==> src/soc_mem_pkg.sv <==
/*
 * RAM access types, flash loader states and the led register address
 */
package soc_mem_pkg;

  typedef enum logic [1:0] {
    wt_none = 2'b00,
    wt_byte = 2'b01,
    wt_half = 2'b10,
    wt_word = 2'b11
  } write_type_e;

  // bit 2 requests sign extension, bits 1:0 the size
  typedef enum logic [2:0] {
    rt_none        = 3'b000,
    rt_byte        = 3'b001,
    rt_half        = 3'b010,
    rt_word        = 3'b011,
    rt_byte_signed = 3'b101,
    rt_half_signed = 3'b110,
    rt_word_signed = 3'b111
  } read_type_e;

  typedef enum logic [2:0] {
    ld_power_wait,
    ld_load_cmd,
    ld_send,
    ld_load_addr,
    ld_read_data,
    ld_start_write,
    ld_write,
    ld_done
  } loader_state_e;

  localparam logic [31:0] LED_ADDR = 32'hFFFF_FFF0;

endpackage

==> src/flash_loader.sv <==
/*
 * SPI flash boot loader: read command, little-endian word assembly
 * and word writes into RAM, then boot_done
 */
`timescale 1ns/10ps

module flash_loader #(
  parameter int STARTUP_WAIT = 1000,
  parameter int BOOT_BYTES   = 64
) (
  input  logic        clk,
  input  logic        rst_n,
  input  logic        flash_miso,
  input  logic        busy,
  output logic        flash_clk,
  output logic        flash_mosi,
  output logic        flash_cs,
  output logic        boot_enable,
  output logic [31:0] boot_address,
  output logic [31:0] boot_data,
  output logic        boot_done
);

  soc_mem_pkg::loader_state_e state;
  soc_mem_pkg::loader_state_e return_state;  // where the sender goes when done
  logic [31:0] wait_cnt;
  logic [23:0] shift_out;
  logic [4:0]  bits_left;
  logic [3:0]  bit_cnt;     // bit 0 is the flash_clk phase
  logic [7:0]  byte_in;
  logic [1:0]  byte_num;
  logic [31:0] word_in;
  logic [31:0] next_address;

  always_ff @(posedge clk or negedge rst_n) begin
    if (!rst_n) begin
      state        <= soc_mem_pkg::ld_power_wait;
      return_state <= soc_mem_pkg::ld_power_wait;
      wait_cnt     <= '0;
      shift_out    <= '0;
      bits_left    <= '0;
      bit_cnt      <= '0;
      byte_in      <= '0;
      byte_num     <= '0;
      word_in      <= '0;
      next_address <= '0;
      flash_clk    <= 1'b0;
      flash_mosi   <= 1'b0;
      flash_cs     <= 1'b1;
      boot_enable  <= 1'b0;
      boot_address <= '0;
      boot_data    <= '0;
      boot_done    <= 1'b0;
    end else begin
      case (state)
        soc_mem_pkg::ld_power_wait: begin
          wait_cnt <= wait_cnt + 1'b1;
          if (wait_cnt == 32'(STARTUP_WAIT)) state <= soc_mem_pkg::ld_load_cmd;
        end
        soc_mem_pkg::ld_load_cmd: begin
          flash_cs     <= 1'b0;
          shift_out    <= {8'd3, 16'd0};  // read command
          bits_left    <= 5'd8;
          return_state <= soc_mem_pkg::ld_load_addr;
          state        <= soc_mem_pkg::ld_send;
        end
        soc_mem_pkg::ld_load_addr: begin
          shift_out    <= 24'd0;  // start address
          bits_left    <= 5'd24;
          byte_num     <= 2'd0;
          return_state <= soc_mem_pkg::ld_read_data;
          state        <= soc_mem_pkg::ld_send;
        end
        soc_mem_pkg::ld_send: begin
          // two ticks per bit, so bit_cnt is back at zero afterwards
          bit_cnt <= bit_cnt + 1'b1;
          if (!bit_cnt[0]) begin
            flash_clk  <= 1'b0;
            flash_mosi <= shift_out[23];  // msb first
            shift_out  <= {shift_out[22:0], 1'b0};
            bits_left  <= bits_left - 1'b1;
          end else begin
            flash_clk <= 1'b1;
            if (bits_left == 5'd0) state <= return_state;
          end
        end
        soc_mem_pkg::ld_read_data: begin
          bit_cnt <= bit_cnt + 1'b1;
          if (!bit_cnt[0]) begin
            flash_clk <= 1'b0;
          end else begin
            flash_clk <= 1'b1;
            byte_in   <= {byte_in[6:0], flash_miso};
            if (bit_cnt == 4'd15) begin
              // newest byte enters at the top, first byte ends in [7:0]
              word_in  <= {byte_in[6:0], flash_miso, word_in[31:8]};
              byte_num <= byte_num + 1'b1;
              if (byte_num == 2'd3) state <= soc_mem_pkg::ld_start_write;
            end
          end
        end
        soc_mem_pkg::ld_start_write: begin
          if (!busy) begin
            boot_enable  <= 1'b1;
            boot_address <= next_address;
            boot_data    <= word_in;
            next_address <= next_address + 32'd4;
            state        <= soc_mem_pkg::ld_write;
          end
        end
        soc_mem_pkg::ld_write: begin
          boot_enable <= 1'b0;  // one request only
          if (!busy && !boot_enable) begin
            if (next_address < 32'(BOOT_BYTES)) begin
              state <= soc_mem_pkg::ld_read_data;
            end else begin
              flash_cs  <= 1'b1;
              boot_done <= 1'b1;
              state     <= soc_mem_pkg::ld_done;
            end
          end
        end
        default: ;  // ld_done, parked
      endcase
    end
  end

endmodule

==> config.mk <==
export PLATFORM = sky130hd
export DESIGN_NAME = flash_loader
export DESIGN_NICKNAME = d
export VERILOG_FILES = /design/src/soc_mem_pkg.sv /design/src/flash_loader.sv
export SDC_FILE = /design/constraint.sdc
export NUM_CORES = 1
export LEC_CHECK = 0
export ABC_AREA = 1
export BUFFER_PORTS_ARGS = -buffer_cell sky130_fd_sc_hd__buf_4
export CAP_MARGIN = 20
export CORE_AREA = 4 4 155 157
export DETAILED_ROUTE_END_ITERATION = 16
export DIE_AREA = 0 0 159 161
export GPL_TIMING_DRIVEN = 1
export MAX_ROUTING_LAYER = met4
export PLACE_DENSITY_LB_ADDON = 0.05
export SYNTH_ARGS = -nofsm -noshare
export SYNTH_HDL_FRONTEND = slang
export SYNTH_SLANG_ARGS = --single-unit
==> constraint.sdc <==
create_clock -name clk -period 2.15 [get_ports clk]
set_input_delay 0.3225 -clock clk [delete_from_list [all_inputs] [get_ports clk]]
set_output_delay 0.3225 -clock clk [all_outputs]
set_load 0.01 [all_outputs]
* Word level (Yosys, flattened, before mapping)
Index checks and enable logic that the tools add are counted.
W data, S select, Z words.
** Storage, ports and cells
- Flip-flop bits (word level) :: 213
- Latch bits :: 0
- RAM bits :: 0
- Bits in read-only memories :: 0
- Bits of input ports :: 4
- Output and inout port bits :: 69
- Word-level logic and storage cells :: 92
- Memories :: 0
** Cells by class
- $add $sub $neg :: 5
- Multiply operators :: 0
- Divide/modulo/power cells :: 0
- Order comparisons :: 1
- Equal/unequal tests :: 19
- Shift-type cells :: 0
- Muxes and demuxes :: 24
- Bitwise gates (word level) :: 3
- Reduce and logical (&&, ||, !) cells :: 23
** Operators with widths (count)
- $pmux W24 S3 :: 1
- $add A32 B1 Y32 const B :: 1
- $add A32 B3 Y32 const B :: 1
- $eq A32 B10 Y1 const B :: 1
- $lt A32 B7 Y1 const B :: 1
- $mux W24 :: 1
- $mux W3 :: 8
- $ne A2 B2 Y1 const B :: 10
- $pmux W3 S6 :: 1
- $pmux W5 S3 :: 1
- $reduce_and A3 Y1 :: 4
- $reduce_and A2 Y1 :: 5
- $eq A3 B3 Y1 const B :: 3
- $reduce_and A9 Y1 :: 1
- $reduce_bool A2 Y1 :: 4
- $eq A3 B2 Y1 const B :: 2
- $mux W2 :: 3
- $pmux W3 S2 :: 1
- $reduce_bool A6 Y1 :: 1
- $logic_not A5 Y1 :: 1
- $mux W5 :: 1
- $sub A5 B1 Y5 const B :: 1
- $add A4 B1 Y4 const B :: 1
- $eq A4 B4 Y1 const B :: 1
- other kinds (12) :: 20

* Depth between registers and ports, before layout
- Depth after elaboration :: 5
- Mapped depth :: 11

* Least setup slack after synthesis
OpenSTA, ideal clock, no wires.
- Path type :: register to register
- Start point :: register wait_cnt[0]
- End point :: register wait_cnt[24]
- Data arrival time :: 1.417 ns
- Slack :: 0.609 ns
- Stages on the path, launching flop included :: 8
- Clock period less this slack :: 1.541 ns
- Cell sequence :: dfrtp_1 -> ha_1 -> nand3_1 -> nor2_2 -> nand3_1 -> nor2_1 -> nand2_1 -> xnor2_1
** On the way
- Longest elaborated chain between the ends :: 1
** Ends and longest elaborated chain
- from (decl) :: line flash_loader.sv:26 : logic [31:0] wait_cnt;
- from (signal assigned) :: line flash_loader.sv:57 : wait_cnt <= wait_cnt + 1'b1;
- $add A32 B1 Y32 :: line flash_loader.sv:57
Every way passes these cells.
A chain may end at the register's enable or synchronous reset.

* Worst setup path after layout
- Start point :: register state[1]
- End point :: register wait_cnt[24]
** On the way
- Longest elaborated chain between the ends :: 1
** Ends and longest elaborated chain
- from (decl) :: line flash_loader.sv:24 : soc_mem_pkg::loader_state_e state;
- from (signal assigned) :: line flash_loader.sv:37 : state <= soc_mem_pkg::ld_power_wait;
- from (signal assigned) :: line flash_loader.sv:58 : if (wait_cnt == 32'(STARTUP_WAIT)) state <= soc_mem_pkg::ld_load_cmd;
- from (signal assigned) :: line flash_loader.sv:65 : state <= soc_mem_pkg::ld_send;
- $logic_not A3 Y1 :: line flash_loader.sv:55 : case (state)
Every way passes these cells.

==> impl_metrics.tcl <==
set metrics [dict create \
    worst_skew_pair.late_latency_ns 0.44 \
    grt_first_pass_wirelength_mm 34.9 \
    cts_num_sinks 192 \
    grt_start_max_net_pins 74 \
    final_core_util_pct 46.6 \
    min_delay_worst_endpoint "byte_in[0]$_DFFE_PN0P_" \
    detail_route.iter0.violations 413 \
    layout.area.seq_mm2 0.00481 \
    ys_seq_area_share_pct 53.6 \
    filler_cell_count 2284 \
    min_delay_startpoint "flash_miso" \
    post_drt_wl_per_cell_um 13.6 \
    dp.final_hpwl_mm 14.5 \
    drv_slew 0 \
    post_synth_num_cell_types 36 \
    crit_path_start_kind "flip-flop" \
    setup_ws_ns 0.387 \
    gp_congestion 0.858 \
    crit_required_ns 2.47 \
    die_width_um 159 \
    seq_power_share_pct 52.0 \
    cts_inserted_buffers 17 \
    synth_warnings 0 \
    antenna-diode-count 0 \
    netSwitchingPower_uw 1730 \
    core.rowCount 55 \
    multi_input_area_mm2 0.00368 \
    grt.total_usage_pct 16.9 \
    power.share.combinational_pct 1.4 \
    rr_worst_depth 7 \
    setup.worst_path.end_class "flip-flop" \
    r2r_end "wait_cnt[24]$_DFFE_PN0P_" \
    internal_power_uw 5210 \
    die_y_um 161 \
    drt-total-wl_mm 20.4 \
    rsz0062_at_grt "no" \
    via_per_inst 4.67 \
    area_delta_synth_final_pct 17.1 \
    finalSetupViolations 0 \
    run_status "completed" \
    tns_setup_ns 0 \
    grt-ovfl-total 0 \
    crit_path_max_fanout 8 \
    core-area_mm2 0.0225 \
    whs_path_depth 3 \
    first_global_vias 6812 \
    final_antenna_net_count 0 \
    fin_worst_skew_ns 0.0178 \
    dominantRegCellSynth "dfrtp_1" \
    route.vias.total 7023 \
    synth_cells 1134 \
    antenna_found_initial 0 \
    area_of_the_mapped_netlist_mm2 0.00896 \
    leakagePower_uw 0.00512 \
    cts.root.buffer_cell "clkbuf_16" \
    drc_errors 0 \
    fp.dieArea_mm2 0.0256 \
    initial_core_util_pct 39.8 \
    synthesis.area_per_instance_um2 7.90 \
    period_share_pct 82.0 \
    min_path_type "input port to flip-flop" \
    power_density_mw_per_mm2 662 \
    htree_num_levels 4 \
    highest_clock_rate_ghz 0.567 \
    netSwitchingFraction_pct 24.9 \
    post_synth_edffs 0 \
    cts_tree "built" \
    cts.path.max_buffers 2 \
    power.share.clock_pct 46.7 \
    final_period_minus_worst_setup_slack_ns 1.76 \
    placement.setup.worst_slack_ns 0.373 \
    ys_ff_latch 192 \
    cap_viol_max_count 0 \
    r2r-start "state[1]$_DFFE_PN0P_" \
    worst-setup-path-type "flip-flop to flip-flop" \
    buffer_ports.inserted 70 \
    crit_arrival_ns 2.08 \
    firstDrtPassIters 5 \
    io_pins 73 \
    final_hold_viol_count 0 \
    max-vdd-ir-drop_v 0.000458 \
    regToRegSetupSlack_ns 0.39 \
    clkTransAtPathRegs_ns 0.08 \
    async_reset_ff_share_pct 100 \
    finalNetCount 1216 \
    layout-drive-gt1-share_pct 10.7 \
]
[what timing repair did]
item,4_1_cts,5_1_grt
hold buffers,1,0
buffers inserted,0,0
hold endpoints to repair,44,0
setup endpoints to repair,0,0
gates resized for setup,0,0
[cells by family after synthesis]
logic type,Yosys count,synth area share [%]
AND/OR/NAND/NOR,668,30.0
flip-flops,192,53.6
buffers and inverters,119,5.36
AO/OA/AOI/OAI,109,6.32
XOR/XNOR,39,3.81
adder cells (fa/ha/maj),6,0.838
other,1,0.0418
[registers in the layout, summed over array words and instances (netlist names), 2 cells and up]
register and count:
state 3, word_in 32, bits_left 5, boot_data 32, next_address 30, shift_out 8, return_state 2, byte_in 7
wait_cnt 32, bit_cnt 4, byte_num 2, boot_address 30
[per-stage QoR]
step           power (uW)  instances  cell area [um^2]  hold WS, ns
2_1_floorplan        3690       1135              8970       0.0269
3_3_place_gp         3780       1471              9870        0.307
3_5_place_dp         3780       1471              9870        0.301
4_1_cts              7060       1504             10500        0.107
5_1_grt              7230       1504             10500        0.147
6_report             6950       1504             10500        0.119
[layer usage]
layer  wire, um  share of wire [%]  GRT usage [%]
met3        671                3.3           3.14
met1      10600                 52           24.1
met4        309                1.5           4.89
met5          0                  0              -
met2       8770                 43           25.0
[synth_stat cells (2+ instances only)]
cell / instances / area share (%)
nand2_1: 441 / 18
dfrtp_1: 191 / 53
nor2_1: 150 / 6.3
o21ai_0: 84 / 4.7
inv_1: 82 / 3.4
nand3_1: 33 / 1.8
xor2_1: 21 / 2.1
xnor2_1: 18 / 1.8
buf_2: 15 / 0.84
a21oi_1: 12 / 0.67
clkbuf_1: 12 / 0.50
nand4_1: 11 / 0.77
nand3b_1: 10 / 0.84
nor3_1: 9 / 0.50
o22ai_1: 7 / 0.49
ha_1: 6 / 0.84
buf_4: 4 / 0.34
nor2_2: 4 / 0.28
buf_1: 3 / 0.13
inv_2: 3 / 0.13
nor2_4: 2 / 0.25
nor4_1: 2 / 0.14
[how the worst max path moves through the flow]
stage | endpoint | cells past startpoint | slack [ns] | start
final | wait_cnt[24]$_DFFE_PN0P_ | 7 | 0.39 | state[1]$_DFFE_PN0P_
after global routing | wait_cnt[24]$_DFFE_PN0P_ | 7 | 0.14 | wait_cnt[0]$_DFFE_PN0P_
after CTS | wait_cnt[24]$_DFFE_PN0P_ | 7 | 0.36 | state[1]$_DFFE_PN0P_
after detailed placement | wait_cnt[24]$_DFFE_PN0P_ | 7 | 0.37 | state[1]$_DFFE_PN0P_
after global placement | wait_cnt[24]$_DFFE_PN0P_ | 7 | 0.41 | state[1]$_DFFE_PN0P_
after floorplan | wait_cnt[24]$_DFFE_PN0P_ | 7 | 0.61 | wait_cnt[0]$_DFFE_PN0P_
[power by group through the flow]
stage	clock [uW]	sequential (uW)	combinational (uW)
6_report	3240	3610	95.7
5_1_grt	3510	3610	114
4_1_cts	3350	3610	103
3_5_place_dp	0	3680	102
3_3_place_gp	0	3680	102
2_1_floorplan	0	3680	6.81
[worst max-delay path, cell delays in order, from the launching register on]
cell and delay, ns:
dfrtp_1 0.46, nor2_1 0.15, nand2_1 0.24, nor2_2 0.22, nand3_1 0.15, nor2_1 0.21
nand2_1 0.09, xnor2_1 0.13
[final cells by class]
class	count	area share, %
multi-input cells	824	35.1
flip-flops and latches	192	45.8
clock buffers	17	4.05
repair buffers	86	6.83
inverters	85	3.04
well taps	285	3.40
clock inverters	15	1.84
[cells in the final DEF, fill, tap and decap left out, types with 2 or more instances in the layout]
cell type,count
nand3b_1,10
dfrtp_1,191
nand4_1,11
conb_1,2
clkinv_8,7
clkbuf_16,17
buf_12,5
inv_1,82
nand3_1,33
nand2_1,441
o21ai_0,84
clkinv_4,2
inv_2,3
inv_8,4
nor4_1,2
ha_1,6
nor2_4,2
nor2_1,150
nor2_2,4
a21oi_1,12
buf_4,79
xor2_1,21
o22ai_1,7
xnor2_1,18
nor3_1,9
Note: power is estimated with default switching activity, not from simulation.
